===== src/common/adapter_pkg.sv =====
package adapter_pkg;

  // ------------------------------
  // bus and line geometry
  // ------------------------------
  localparam int BEAT_WIDTH       = 64;
  localparam int BEATS_PER_LINE   = 4;
  localparam int LINE_OFFSET_BITS = 5;
  localparam int ADDR_WIDTH       = 32;
  localparam int ID_WIDTH         = 4;
  localparam int BEAT_IDX_WIDTH   = 2;
  localparam int STRB_WIDTH       = BEAT_WIDTH / 8;

  // ------------------------------
  // basic types
  // ------------------------------
  typedef logic [BEAT_WIDTH-1:0]     beat_t;
  typedef logic [STRB_WIDTH-1:0]     strb_t;
  typedef beat_t [BEATS_PER_LINE-1:0] line_t;
  typedef strb_t [BEATS_PER_LINE-1:0] line_strb_t;
  typedef logic [ADDR_WIDTH-1:0]     addr_t;
  typedef logic [ID_WIDTH-1:0]       id_t;
  typedef logic [BEAT_IDX_WIDTH-1:0] beat_idx_t;

  // index of the final beat in a line burst
  localparam beat_idx_t LAST_BEAT_IDX = beat_idx_t'(BEATS_PER_LINE - 1);
  // AxLEN for a full line is beats minus one
  localparam logic [7:0] LINE_BURST_LEN = 8'(BEATS_PER_LINE - 1);
  // AxSIZE for a full-width beat
  localparam logic [2:0] BEAT_AXI_SIZE = 3'($clog2(STRB_WIDTH));

  // ------------------------------
  // enums
  // ------------------------------
  typedef enum logic {
    REQ_SINGLE,
    REQ_LINE
  } req_kind_e;

  typedef enum logic [1:0] {
    RESP_OKAY   = 2'b00,
    RESP_EXOKAY = 2'b01,
    RESP_SLVERR = 2'b10,
    RESP_DECERR = 2'b11
  } axi_resp_e;

  typedef enum logic [2:0] {
    IDLE,
    WAIT_AW_W,
    WAIT_AW,
    WAIT_W,
    WAIT_B,
    WAIT_R,
    DONE_READ
  } ctrl_state_e;

  // ------------------------------
  // core side
  // ------------------------------
  typedef struct packed {
    req_kind_e  kind;
    logic       we;
    addr_t      addr;
    id_t        id;
    logic [2:0] size;
    line_t      wdata;
    line_strb_t be;
  } core_req_t;

  typedef struct packed {
    line_t rdata;
    id_t   id;
    logic  err;
  } core_rsp_t;

  // ------------------------------
  // bus channels
  // ------------------------------
  // shared by AR and AW
  typedef struct packed {
    addr_t      addr;
    id_t        id;
    logic [7:0] len;
    logic [2:0] size;
  } axi_ax_t;

  typedef struct packed {
    beat_t data;
    strb_t strb;
    logic  last;
  } axi_w_t;

  typedef struct packed {
    beat_t     data;
    id_t       id;
    axi_resp_e resp;
    logic      last;
  } axi_r_t;

  typedef struct packed {
    id_t       id;
    axi_resp_e resp;
  } axi_b_t;

endpackage


===== src/hdl/adapter_ctrl.sv =====
`timescale 1ns/100ps

module adapter_ctrl
  import adapter_pkg::*;
(
  input  logic      clk_i,
  input  logic      rst_ni,
  // core side
  input  logic      core_req_valid_i,
  input  core_req_t core_req_i,
  output logic      core_gnt_o,
  output logic      core_rsp_valid_o,
  output core_rsp_t core_rsp_o,
  // address channels and write response
  output logic      ar_valid_o,
  output axi_ax_t   ar_o,
  input  logic      ar_ready_i,
  output logic      aw_valid_o,
  output axi_ax_t   aw_o,
  input  logic      aw_ready_i,
  input  logic      b_valid_i,
  input  axi_b_t    b_i,
  output logic      b_ready_o,
  // write beat sender
  output logic      wr_start_o,
  input  logic      wr_done_i,
  // line fill buffer
  output logic      rd_start_o,
  output req_kind_e rd_kind_o,
  input  logic      rd_done_i,
  input  logic      rd_err_i,
  input  id_t       rd_id_i,
  input  line_t     line_i
);

  ctrl_state_e state_q, state_d;
  id_t         id_q;
  logic        id_load;
  axi_ax_t     ax;

  // ------------------------------
  // address phase payload
  // ------------------------------
  always_comb begin
    ax.addr = core_req_i.addr;
    ax.id   = core_req_i.id;
    ax.len  = 8'd0;
    ax.size = core_req_i.size;
    if (core_req_i.kind == REQ_LINE) begin
      // incrementing burst from the start of the line
      ax.addr[LINE_OFFSET_BITS-1:0] = '0;
      ax.len                        = LINE_BURST_LEN;
      ax.size                       = BEAT_AXI_SIZE;
    end
  end

  assign ar_o      = ax;
  assign aw_o      = ax;
  assign rd_kind_o = core_req_i.kind;

  // ------------------------------
  // request FSM
  // ------------------------------
  always_comb begin
    state_d          = state_q;
    core_gnt_o       = 1'b0;
    core_rsp_valid_o = 1'b0;
    ar_valid_o       = 1'b0;
    aw_valid_o       = 1'b0;
    b_ready_o        = 1'b0;
    wr_start_o       = 1'b0;
    rd_start_o       = 1'b0;
    id_load          = 1'b0;
    core_rsp_o.rdata = '0;
    core_rsp_o.id    = id_q;
    core_rsp_o.err   = 1'b0;

    unique case (state_q)
      IDLE: begin
        if (core_req_valid_i) begin
          id_load = 1'b1;
          if (core_req_i.we) begin
            // W starts right away while AW may still stall
            aw_valid_o = 1'b1;
            wr_start_o = 1'b1;
            state_d    = aw_ready_i ? WAIT_W : WAIT_AW_W;
          end else begin
            ar_valid_o = 1'b1;
            if (ar_ready_i) begin
              core_gnt_o = 1'b1;
              rd_start_o = 1'b1;
              state_d    = WAIT_R;
            end
          end
        end
      end

      WAIT_AW_W: begin
        aw_valid_o = 1'b1;
        case ({aw_ready_i, wr_done_i})
          2'b11: begin
            core_gnt_o = 1'b1;
            state_d    = WAIT_B;
          end
          2'b10:   state_d = WAIT_W;
          2'b01:   state_d = WAIT_AW;
          default: state_d = WAIT_AW_W;
        endcase
      end

      // last W beat already gone
      WAIT_AW: begin
        aw_valid_o = 1'b1;
        if (aw_ready_i) begin
          core_gnt_o = 1'b1;
          state_d    = WAIT_B;
        end
      end

      WAIT_W: begin
        if (wr_done_i) begin
          core_gnt_o = 1'b1;
          state_d    = WAIT_B;
        end
      end

      WAIT_B: begin
        b_ready_o = 1'b1;
        if (b_valid_i) begin
          core_rsp_valid_o = 1'b1;
          core_rsp_o.err   = (b_i.resp != RESP_OKAY);
          state_d          = IDLE;
        end
      end

      WAIT_R: begin
        if (rd_done_i) begin
          state_d = DONE_READ;
        end
      end

      // buffer holds line, status and id of the finished burst
      DONE_READ: begin
        core_rsp_valid_o = 1'b1;
        core_rsp_o.rdata = line_i;
        core_rsp_o.id    = rd_id_i;
        core_rsp_o.err   = rd_err_i;
        state_d          = IDLE;
      end

      default: state_d = IDLE;
    endcase
  end

  always_ff @(posedge clk_i or negedge rst_ni) begin
    if (!rst_ni) begin
      state_q <= IDLE;
    end else begin
      state_q <= state_d;
    end
  end

  always_ff @(posedge clk_i) begin
    if (id_load) begin
      id_q <= core_req_i.id;
    end
  end

endmodule


===== src/hdl/write_beat_sender.sv =====
`timescale 1ns/100ps

module write_beat_sender
  import adapter_pkg::*;
(
  input  logic       clk_i,
  input  logic       rst_ni,
  input  logic       start_i,
  input  line_t      wdata_i,
  input  line_strb_t be_i,
  input  req_kind_e  kind_i,
  output logic       w_valid_o,
  output axi_w_t     w_o,
  input  logic       w_ready_i,
  output logic       done_o
);

  beat_idx_t cnt_q;
  logic      busy_q;
  logic      last_beat;
  logic      beat_fire;

  // a single write is one beat and a line write ends on the top slot
  assign last_beat = (kind_i == REQ_SINGLE) || (cnt_q == LAST_BEAT_IDX);
  assign beat_fire = busy_q && w_ready_i;

  assign w_valid_o = busy_q;
  assign w_o.data  = wdata_i[cnt_q];
  assign w_o.strb  = be_i[cnt_q];
  assign w_o.last  = last_beat;
  assign done_o    = beat_fire && last_beat;

  // ------------------------------
  // beat counter
  // ------------------------------
  always_ff @(posedge clk_i or negedge rst_ni) begin
    if (!rst_ni) begin
      busy_q <= 1'b0;
      cnt_q  <= '0;
    end else if (start_i) begin
      busy_q <= 1'b1;
      cnt_q  <= '0;
    end else if (beat_fire) begin
      if (last_beat) begin
        busy_q <= 1'b0;
      end else begin
        cnt_q <= cnt_q + 1'b1;
      end
    end
  end

endmodule


===== src/hdl/line_fill_buffer.sv =====
`timescale 1ns/100ps

module line_fill_buffer
  import adapter_pkg::*;
(
  input  logic      clk_i,
  input  logic      rst_ni,
  input  logic      start_i,
  input  req_kind_e kind_i,
  input  logic      r_valid_i,
  input  axi_r_t    r_i,
  output logic      r_ready_o,
  output line_t     line_o,
  output logic      done_o,
  output logic      err_o,
  output id_t       id_o
);

  logic      active_q;
  beat_idx_t cnt_q;
  logic      err_q;
  req_kind_e kind_q;
  id_t       id_q;
  line_t     line_q, line_d;
  logic      beat_fire;

  assign beat_fire = active_q && r_valid_i;

  assign r_ready_o = active_q;
  assign done_o    = beat_fire && r_i.last;
  assign err_o     = err_q;
  assign id_o      = id_q;
  assign line_o    = line_q;

  // ------------------------------
  // burst tracking
  // ------------------------------
  always_ff @(posedge clk_i or negedge rst_ni) begin
    if (!rst_ni) begin
      active_q <= 1'b0;
      cnt_q    <= '0;
      err_q    <= 1'b0;
      kind_q   <= REQ_SINGLE;
    end else if (start_i) begin
      active_q <= 1'b1;
      cnt_q    <= '0;
      err_q    <= 1'b0;
      kind_q   <= kind_i;
    end else if (beat_fire) begin
      cnt_q <= cnt_q + 1'b1;
      // sticky over the whole burst
      err_q <= err_q || (r_i.resp != RESP_OKAY);
      if (r_i.last) begin
        active_q <= 1'b0;
      end
    end
  end

  // beats land in order and a single read fills only slot 0
  always_comb begin
    line_d = line_q;
    if (beat_fire) begin
      if (kind_q == REQ_LINE) begin
        line_d[cnt_q] = r_i.data;
      end else begin
        line_d    = '0;
        line_d[0] = r_i.data;
      end
    end
  end

  always_ff @(posedge clk_i) begin
    line_q <= line_d;
    if (beat_fire) begin
      id_q <= r_i.id;
    end
  end

endmodule


===== src/hdl/axi_adapter.sv =====
`timescale 1ns/100ps

module axi_adapter
  import adapter_pkg::*;
(
  input  logic      clk_i,
  input  logic      rst_ni,
  // core side
  input  logic      core_req_valid_i,
  input  core_req_t core_req_i,
  output logic      core_gnt_o,
  output logic      core_rsp_valid_o,
  output core_rsp_t core_rsp_o,
  // read address
  output logic      ar_valid_o,
  output axi_ax_t   ar_o,
  input  logic      ar_ready_i,
  // write address
  output logic      aw_valid_o,
  output axi_ax_t   aw_o,
  input  logic      aw_ready_i,
  // write data
  output logic      w_valid_o,
  output axi_w_t    w_o,
  input  logic      w_ready_i,
  // read data
  input  logic      r_valid_i,
  input  axi_r_t    r_i,
  output logic      r_ready_o,
  // write response
  input  logic      b_valid_i,
  input  axi_b_t    b_i,
  output logic      b_ready_o
);

  logic      wr_start;
  logic      wr_done;
  logic      rd_start;
  req_kind_e rd_kind;
  logic      rd_done;
  logic      rd_err;
  id_t       rd_id;
  line_t     fill_line;

  adapter_ctrl u_adapter_ctrl (
    .clk_i            (clk_i),
    .rst_ni           (rst_ni),
    .core_req_valid_i (core_req_valid_i),
    .core_req_i       (core_req_i),
    .core_gnt_o       (core_gnt_o),
    .core_rsp_valid_o (core_rsp_valid_o),
    .core_rsp_o       (core_rsp_o),
    .ar_valid_o       (ar_valid_o),
    .ar_o             (ar_o),
    .ar_ready_i       (ar_ready_i),
    .aw_valid_o       (aw_valid_o),
    .aw_o             (aw_o),
    .aw_ready_i       (aw_ready_i),
    .b_valid_i        (b_valid_i),
    .b_i              (b_i),
    .b_ready_o        (b_ready_o),
    .wr_start_o       (wr_start),
    .wr_done_i        (wr_done),
    .rd_start_o       (rd_start),
    .rd_kind_o        (rd_kind),
    .rd_done_i        (rd_done),
    .rd_err_i         (rd_err),
    .rd_id_i          (rd_id),
    .line_i           (fill_line)
  );

  // write data comes from the held request until grant
  write_beat_sender u_write_beat_sender (
    .clk_i     (clk_i),
    .rst_ni    (rst_ni),
    .start_i   (wr_start),
    .wdata_i   (core_req_i.wdata),
    .be_i      (core_req_i.be),
    .kind_i    (core_req_i.kind),
    .w_valid_o (w_valid_o),
    .w_o       (w_o),
    .w_ready_i (w_ready_i),
    .done_o    (wr_done)
  );

  line_fill_buffer u_line_fill_buffer (
    .clk_i     (clk_i),
    .rst_ni    (rst_ni),
    .start_i   (rd_start),
    .kind_i    (rd_kind),
    .r_valid_i (r_valid_i),
    .r_i       (r_i),
    .r_ready_o (r_ready_o),
    .line_o    (fill_line),
    .done_o    (rd_done),
    .err_o     (rd_err),
    .id_o      (rd_id)
  );

endmodule


===== config.mk =====
export PLATFORM = sky130hd
export DESIGN_NAME = axi_adapter
export DESIGN_NICKNAME = d
export VERILOG_FILES = /design/src/common/adapter_pkg.sv /design/src/hdl/adapter_ctrl.sv /design/src/hdl/write_beat_sender.sv /design/src/hdl/line_fill_buffer.sv /design/src/hdl/axi_adapter.sv
export SDC_FILE = /design/constraint.sdc
export NUM_CORES = 1
export LEC_CHECK = 0
export ABC_AREA = 1
export ABC_CLOCK_PERIOD_IN_PS = 6600
export BUFFER_PORTS_ARGS = -buffer_cell sky130_fd_sc_hd__buf_2
export CORE_AREA = 4 4 327 329
export CTS_CLUSTER_SIZE = 16
export DETAILED_ROUTE_END_ITERATION = 8
export DIE_AREA = 0 0 331 333
export SLEW_MARGIN = 15
export SYNTH_ARGS = -nofsm -noshare
export SYNTH_HDL_FRONTEND = slang
export SYNTH_SLANG_ARGS = --single-unit
export TNS_END_PERCENT = 20

===== constraint.sdc =====
create_clock -name clk_i -period 6.6 [get_ports clk_i]
set_input_delay 1.32 -clock clk_i [delete_from_list [all_inputs] [get_ports clk_i]]
set_output_delay 1.32 -clock clk_i [all_outputs]
set_load 0.1 [all_outputs]

==> results of run 1 <==
==> logic make-up (layout without fill, tap and decap cells) <==
family                     after synthesis  after routing  share of synthesized area [%]
muxes                                    4              4                          0.248
buffers and inverters                  581           1178                           16.5
adders and majority gates                8              8                          0.552
and+or+nand+nor                        542            542                           20.0
other                                    1             13                         0.0207
AOI/OAI and AO/OA                      612            612                           17.4
DFF                                    275            275                           45.2
==> through the flow <==
step	utilization, %	worst slack, ps	hold slack, ps
4_1_cts	22.5	1650	556
3_3_place_gp	21.5	2310	516
5_1_grt	22.5	1470	605
6_report	22.5	1770	553
2_1_floorplan	-	536	478
3_5_place_dp	21.5	2300	541
==> sequential cells by signal, indices dropped and copies added (netlist names) <==
name,count
u_line_fill_buffer.r_ready_o,1
u_write_beat_sender.cnt_q,2
u_line_fill_buffer.cnt_q,2
u_line_fill_buffer.kind_q,1
u_line_fill_buffer.line_o,256
u_adapter_ctrl.state_q,3
u_adapter_ctrl.id_q,4
u_write_beat_sender.w_valid_o,1
u_line_fill_buffer.err_o,1
u_line_fill_buffer.id_o,4
==> power by group through the flow <==
stage | clock network (W) | logic (W) | registers (W)
2_1_floorplan | 0 | 0.00624 | 0.00280
3_3_place_gp | 0 | 0.00815 | 0.00281
3_5_place_dp | 0 | 0.00820 | 0.00282
4_1_cts | 0.00200 | 0.00821 | 0.00279
5_1_grt | 0.00207 | 0.00842 | 0.00284
6_report | 0.00193 | 0.00800 | 0.00280
==> tightest hold or removal path, cell delays in order (launching register included) <==
cell	delay, ps
sky130_fd_sc_hd__dfrtp_1	400
sky130_fd_sc_hd__nand2_1	70
sky130_fd_sc_hd__nand2_1	60
==> Yosys cell counts, drive strengths merged <==
library cell / number
conb: 1
or2: 2
clkbuf: 76
dfrtp: 11
nand3: 12
nand4: 1
a21o: 1
o211ai: 1
a21oi: 197
nand2: 34
inv: 347
mux2: 4
nand3b: 1
o21ai: 341
ha: 8
buf: 158
o22ai: 72
nor2: 488
nor3: 4
edfxtp: 264
==> final cells by class <==
cell class | instances | area, um2
well taps | 1380 | 1730
multi-input cells | 1178 | 7030
flip-flops and latches | 275 | 8210
clock inverters | 17 | 205
clock buffers | 42 | 902
inverters | 347 | 1320
diodes | 1 | 2.50
repair buffers | 772 | 3940
fillers | 11400 | 80200
==> routing by layer <==
metal  share of wire [%]  GRT usage [%]
met1                  38           16.3
met4                 2.1           3.36
met2                  53           26.7
met5               0.016              0
met3                 6.6           2.89
==> worst min-delay path by stage <==
stage | start | endpoint
floorplan | u_line_fill_buffer.err_o$_DFFE_PN0P_ | u_line_fill_buffer.err_o$_DFFE_PN0P_
global placement | u_line_fill_buffer.r_ready_o$_DFFE_PN0P_ | u_line_fill_buffer.r_ready_o$_DFFE_PN0P_
detailed placement | u_line_fill_buffer.r_ready_o$_DFFE_PN0P_ | u_line_fill_buffer.r_ready_o$_DFFE_PN0P_
CTS | u_line_fill_buffer.r_ready_o$_DFFE_PN0P_ | u_line_fill_buffer.r_ready_o$_DFFE_PN0P_
global route | u_line_fill_buffer.r_ready_o$_DFFE_PN0P_ | u_line_fill_buffer.r_ready_o$_DFFE_PN0P_
finish | u_line_fill_buffer.r_ready_o$_DFFE_PN0P_ | u_line_fill_buffer.r_ready_o$_DFFE_PN0P_
==> parameters.txt, run 1 <==
Parameter                              Value

Floorplan
  Initial core utilization    17.5%
  # IOs    849
  Site row count    118
  Chip Height    333 um
  Die outline area    0.110 mm2
  Std-Cell Core Area    0.103 mm2
  Horizontal die dimension    331 um

Layout
  Top library cells by usage in the layout, fill and taps aside    sky130_fd_sc_hd__buf_2, sky130_fd_sc_hd__inv_1, sky130_fd_sc_hd__o21ai_0
  Cell Count, Final, Fillers Out    4,012
  Fraction of final layout cells sized beyond drive strength 1    39.7%
  Nets@finish    3,031
  Summed area of non-filler cells in the final layout    0.0233 mm2
  Synthesis-to-layout area growth    28.7%
  Leading cell type in the layout, fill and taps excluded    sky130_fd_sc_hd__buf_2

Pwr
  Combinational fraction of design power    62.9%
  Final Power    0.0127 W
  Power density normalized to cell area    545 mW/mm2
  Switching power of the nets    0.00786 W
  Switching power as a share of total power    61.8%
  Peak supply drop    0.303 mV
  Lkg Pwr    10.5 nW
  Clock share of power    15.2%
  Sequential Power Share    22.0%
  Internal power    0.00486 W

Logic synthesis
  Dominant cells by area after synthesis    sky130_fd_sc_hd__edfxtp_1, sky130_fd_sc_hd__nor2_4, sky130_fd_sc_hd__o21ai_0
  Warning count from the yosys run    0
  Sequential-to-total area share from yosys stat    45.2%
  Fraction of post-synthesis cell area in the top cell type by area    43.7%
  Cell area after technology mapping    0.0181 mm2
  Most area-hungry cell type in the Yosys netlist    sky130_fd_sc_hd__edfxtp_1
  Post-Syn Instances    2,023
  Syn Area/Cell    8.96 um2
  #FFs+latches synth    275
  Number of distinct library cell variants in the gate-level netlist after synthesis    33

Detailed routing
  Remaining antenna violation count after routing    0
  Total Wirelength    82,700 um
  Average via count per standard cell    3.98
  Number of violations reported at the end of detailed-routing iteration 0    1,124
  DRC violation count after routing    0
  Number of detailed-route iterations in the first pass    5
  Wirelength per Cell    20.6 um
  Via total after detailed routing    16,000

CTS
  Number of buffers added to fix hold violations after cts    0
  Deepest level of the CTS H-tree    2
  Number of buffers on the longest clock path    3
  Clock input transition at the sequential cells of the worst setup and hold paths    60 ps
  TritonCTS clock tree    done
  Quantity of gates resized following cts    0
  CTS buffer count    35
  Post-CTS Setup Repair Bufs    0
  CTS Root Buffer Type    sky130_fd_sc_hd__clkbuf_16
  Clock sinks    275
  Source-to-sink clock delay at the later pin of the worst-skew pair    570 ps

Timing
  Max Slew Vio Count    0
  Final period util    73.2%
  Maximum achievable frequency    207 MHz
  Final hold violation count    0
  Actual transition at the worst max-transition pin    1130 ps
  Setup_tns    0 ps
  Relative slew slack    24.8%
  Setup violators final    0
  Setup repair after global routing missed its margin    false
  Clock tree skew after final layout    43.1 ps
  Min Tclk post-route    4830 ps

Critical path
  Reg-to-reg startpoint    u_line_fill_buffer.cnt_q[0]$_DFFE_PN0P_
  Critical path launch point type    flip-flop
  Dominant delay contributor by cell family on the critical path    buffers and inverters
  Endpoint of the lowest-slack register-to-register path    u_line_fill_buffer.line_o[50]$_DFFE_PP_
  Critical path origin    u_write_beat_sender.cnt_q[0]$_DFFE_PN0P_
  Cell chain of the critical path    inv_4 > buf_4 > o21ai_0 > o22ai_1 > buf_2
  Setup slack on the worst flop-to-flop path    3920 ps
  Number of stages on the worst setup path    5
  Required time reported for the critical path endpoint    5280 ps
  Endpoint class of the critical path    output port
  Crit path max-delay cell type    sky130_fd_sc_hd__dfrtp_4
  Number of buffers and inverters on the critical path    3
  Worst-path fanout max    90
  Crit Path Class    flip-flop to output port
  Delay of the slowest cell on the worst path    640 ps
  Register-to-Register Path Depth    6
  Critical path destination    w_o[33]
  Worst endpoint data arrival time    3510 ps

Flow run
  Number of violations of the max-capacitance limit    0

Global routing
  Initial antenna violation count    8
  Pin count of the biggest net entering global routing    150
  Total grt overflow    0
  GRT Total Usage    14.2%
  Wire length of the first global-routing pass    112,000 um
  Via count of the first global-routing pass    15,000

Placement
  Placed cell count    3,952
  Port Buf Inserts    751
  HPWL reported at the end of detailed placement    65,900 um
  Placer congestion estimate    0.858
  Placed Area    0.0222 mm2

Worst hold path
  Cell count of the worst hold path    2
  Worst min-delay path category    flip-flop to flip-flop

Outcome
  Result of the run    finished clean
(Power assumes the default switching activity.)
==> run 2, diff against run 1 <==
Settings changed: ABC_AREA 1 to 0, ABC_CLOCK_PERIOD_IN_PS 6600 to 4700, CORE_AREA 4 4 327 329 to 4 4 328 330, DIE_AREA 0 0 331 333 to 0 0 332 334.
Clock period 6.6 ns to 4.7 ns, I/O delays scaled along.
==> parameters.txt, run 2 <==
Parameter                              Value

Critical path
  Required time reported for the critical path endpoint    3760 ps (was 5280 ps)
  Critical path origin    u_adapter_ctrl.state_q[2]$_DFFE_PN0P_ (was u_write_beat_sender.cnt_q[0]$_DFFE_PN0P_)
  Register-to-Register Path Depth    3 (was 6)
  Worst-path fanout max    56 (was 90)
  Crit Path Class    flip-flop to output port (unchanged)
  Endpoint of the lowest-slack register-to-register path    u_line_fill_buffer.line_o[147]$_SDFFCE_PN0N_ (was u_line_fill_buffer.line_o[50]$_DFFE_PP_)
  Cell chain of the critical path    nor2b_4 > buf_4 > and3_1 > buf_2 (was inv_4 > buf_4 > o21ai_0 > o22ai_1 > buf_2)
  Endpoint class of the critical path    output port (unchanged)
  Crit path max-delay cell type    sky130_fd_sc_hd__dfrtp_1 (was sky130_fd_sc_hd__dfrtp_4)
  Worst endpoint data arrival time    2970 ps (was 3510 ps)
  Setup slack on the worst flop-to-flop path    2240 ps (was 3920 ps)
  Reg-to-reg startpoint    u_line_fill_buffer.r_ready_o$_DFFE_PN0P_ (was u_line_fill_buffer.cnt_q[0]$_DFFE_PN0P_)
  Critical path launch point type    flip-flop (unchanged)
  Delay of the slowest cell on the worst path    560 ps (was 640 ps)

Timing
  Final period util    83.2%
  Max Slew Vio Count    0 (unchanged)
  Clock tree skew after final layout    15.7 ps (was 43.1 ps)
  Setup_tns    0 ps (unchanged)
  Relative slew slack    24.1% (was 24.8%)
  Actual transition at the worst max-transition pin    1140 ps (was 1130 ps)
  Setup violators final    0 (unchanged)
  Min Tclk post-route    3910 ps
  Final hold violation count    0 (unchanged)
  Maximum achievable frequency    256 MHz
  Setup repair after global routing missed its margin    false (unchanged)
  Post-layout worst setup margin    789 ps (was 1770 ps)

Floorplan
  Initial core utilization    16.1% (was 17.5%)
  Chip Height    334 um (was 333 um)
  Site row count    119 (was 118)
  Std-Cell Core Area    0.105 mm2 (was 0.103 mm2)
  Die outline area    0.111 mm2 (was 0.110 mm2)
  # IOs    849 (unchanged)
  Horizontal die dimension    332 um (was 331 um)

Layout
  Synthesis-to-layout area growth    33.4% (was 28.7%)
  Nets@finish    2,382 (was 3,031)
  Area taken by flip-flops and latches    0.00822 mm2 (was 0.00821 mm2)
  Max FFs per register    256 (unchanged)
  Top library cells by usage in the layout, fill and taps aside    sky130_fd_sc_hd__buf_2, sky130_fd_sc_hd__edfxtp_1, sky130_fd_sc_hd__and3_1 (was sky130_fd_sc_hd__buf_2, sky130_fd_sc_hd__inv_1, sky130_fd_sc_hd__o21ai_0)
  Fraction of final layout cells sized beyond drive strength 1    46.1% (was 39.7%)
  Multi-input combinational cell area    0.00746 mm2 (was 0.00703 mm2)
  Cell Count, Final, Fillers Out    3,392 (was 4,012)
  Filler cell count in the final layout    11,500 (was 11,400)
  Leading cell type in the layout, fill and taps excluded    sky130_fd_sc_hd__buf_2 (unchanged)

Detailed routing
  DRC violation count after routing    0 (unchanged)
  Average via count per standard cell    4.13 (was 3.98)
  Remaining antenna violation count after routing    0 (unchanged)
  Total Wirelength    109,000 um (was 82,700 um)
  Number of violations reported at the end of detailed-routing iteration 0    940 (was 1,124)
  Wirelength per Cell    32.2 um (was 20.6 um)
  Number of detailed-route iterations in the first pass    5 (unchanged)
  Via total after detailed routing    14,000 (was 16,000)

Pwr
  Sequential Power Share    23.1% (was 22.0%)
  Switching power of the nets    0.00864 W (was 0.00786 W)
  Clock share of power    15.5% (was 15.2%)
  Lkg Pwr    10.0 nW (was 10.5 nW)
  Switching power as a share of total power    56.2% (was 61.8%)
  Internal power    0.00674 W (was 0.00486 W)
  Peak supply drop    0.491 mV (was 0.303 mV)
  Power density normalized to cell area    685 mW/mm2 (was 545 mW/mm2)
  Combinational fraction of design power    61.4% (was 62.9%)

Global routing
  Via count of the first global-routing pass    13,800 (was 15,000)
  GRT Total Usage    18.6% (was 14.2%)
  Total grt overflow    0 (unchanged)
  Initial antenna violation count    113 (was 8)
  Pin count of the biggest net entering global routing    271 (was 150)
  Wire length of the first global-routing pass    138,000 um (was 112,000 um)

CTS
  Clock sinks    275 (unchanged)
  Number of buffers added to fix hold violations after cts    0 (unchanged)
  TritonCTS clock tree    done (unchanged)
  Post-CTS Setup Repair Bufs    0 (unchanged)
  Source-to-sink clock delay at the later pin of the worst-skew pair    580 ps (was 570 ps)
  Number of buffers on the longest clock path    3 (unchanged)
  Deepest level of the CTS H-tree    1 (was 2)
  Quantity of gates resized following cts    0 (unchanged)
  Clock input transition at the sequential cells of the worst setup and hold paths    70 ps (was 60 ps)
  CTS buffer count    31 (was 35)
  CTS Root Buffer Type    sky130_fd_sc_hd__clkbuf_16 (unchanged)

Placement
  HPWL reported at the end of detailed placement    89,900 um (was 65,900 um)
  Port Buf Inserts    751 (unchanged)
  Placed cell count    3,318 (was 3,952)
  Placer congestion estimate    0.892 (was 0.858)
  Post-placement setup slack    935 ps (was 2300 ps)

Outcome
  Result of the run    finished clean (unchanged)

Logic synthesis
  #FFs+latches synth    275 (unchanged)
  Cell area after technology mapping    0.0168 mm2 (was 0.0181 mm2)
  Dominant cells by area after synthesis    sky130_fd_sc_hd__edfxtp_1, sky130_fd_sc_hd__mux2i_1, sky130_fd_sc_hd__mux4_2 (was sky130_fd_sc_hd__edfxtp_1, sky130_fd_sc_hd__nor2_4, sky130_fd_sc_hd__o21ai_0)
  Fraction of post-synthesis cell area in the top cell type by area    47.1% (was 43.7%)
  Sequential-to-total area share from yosys stat    48.8% (was 45.2%)
  Largest family of logic cells by synthesized area    multiplexers (was simple AND/OR/NAND/NOR gates)
  Post-Syn Instances    1,354 (was 2,023)
  Share of flip-flops with an asynchronous set or reset    4.00% (unchanged)
  Number of distinct library cell variants in the gate-level netlist after synthesis    45 (was 33)
  Most used standard cells in the synthesized netlist    sky130_fd_sc_hd__edfxtp_1, sky130_fd_sc_hd__and3_1, sky130_fd_sc_hd__nor2b_1 (was sky130_fd_sc_hd__inv_1, sky130_fd_sc_hd__o21ai_0, sky130_fd_sc_hd__nor2_1)
  Syn Area/Cell    12.4 um2 (was 8.96 um2)
  Complex-gate fraction of the synthesized area    0.669% (was 17.4%)
  XOR/XNOR Fraction of Synth Area    0.156% (was 0%)
  Mux cell area share after synthesis    21.6% (was 0.248%)
  Warning count from the yosys run    0 (unchanged)
  Adder and majority gate portion of the synthesized area    0.595% (was 0.552%)
  Primary FF master, synth    sky130_fd_sc_hd__edfxtp_1 (unchanged)
  Simple logic cell fraction of the synthesized area    20.7% (was 20.0%)
  Count of flip-flops with a built-in enable after synthesis    264 (unchanged)
  Most repeated cell in the gate-level netlist after synthesis    sky130_fd_sc_hd__edfxtp_1 (was sky130_fd_sc_hd__inv_1)
  Most area-hungry cell type in the Yosys netlist    sky130_fd_sc_hd__edfxtp_1 (unchanged)

Worst hold path
  Worst min-delay path category    input pin to async pin (was flip-flop to flip-flop)

Flow run
  Number of violations of the max-capacitance limit    0 (unchanged)
## run 2: worst max path at each step
stage          slack [ps]                                endpoint
4_1_cts               710                         core_rsp_o[229]
3_3_place_gp          960                              core_gnt_o
5_1_grt               610                         core_rsp_o[229]
3_5_place_dp          940                              core_gnt_o
6_report              790                         core_rsp_o[229]
2_1_floorplan          50  u_line_fill_buffer.line_o[0]$_DFFE_PP_
## run 2: power by group through the flow
stage	clock network [W]	registers (W)	logic (W)
6_report	0.00238	0.00355	0.00945
3_3_place_gp	0	0.00360	0.00958
3_5_place_dp	0	0.00360	0.00961
5_1_grt	0.00255	0.00360	0.00981
4_1_cts	0.00246	0.00356	0.00962
2_1_floorplan	0	0.00350	0.00747
## run 2: cell families after synthesis
logic type	count (synthesis)
simple gates	560
flops	275
mux	272
buf+inv	219
compound gates	16
fa+ha+maj	8
xor+xnor	3
other cells	1
## run 2: metal layers
layer  up-vias  global-route usage (%)  wire length (um)
met5         -                       0                31
met4         4                    9.79              7470
met3       307                    2.58              5000
met2       731                    39.2             63600
met1      6880                    16.8             33000
li1       6090                       -                 -
## run 2: layout make-up
cell class / instances / share of cell area (%)
timing repair buffer: 775 / 17.8
clock inverter: 20 / 0.730
multi-input combinational: 871 / 33.2
clock buffer: 36 / 3.54
sequential: 275 / 36.6
antenna: 18 / 0.201
inverter: 6 / 0.117
tap: 1391 / 7.75
## run 2: critical path: cells and delay by family, from the launching register on
family	cells	cell delay [ps]
buf+inv	2	980
simple gates	2	790
flops	1	560
## run 2: stage by stage
| step | total power [W] | hold WS, ps | cell area, um2 | utilization (%) |
|---|---|---|---|---|
| floorplan | 0.0110 | 464 | 16900 | - |
| global route | 0.0160 | 201 | 22400 | 21.4 |
| CTS | 0.0156 | 175 | 22400 | 21.4 |
| detailed placement | 0.0132 | 519 | 21400 | 20.5 |
| finish | 0.0154 | 236 | 22500 | 21.4 |
| global placement | 0.0132 | 511 | 21400 | 20.5 |
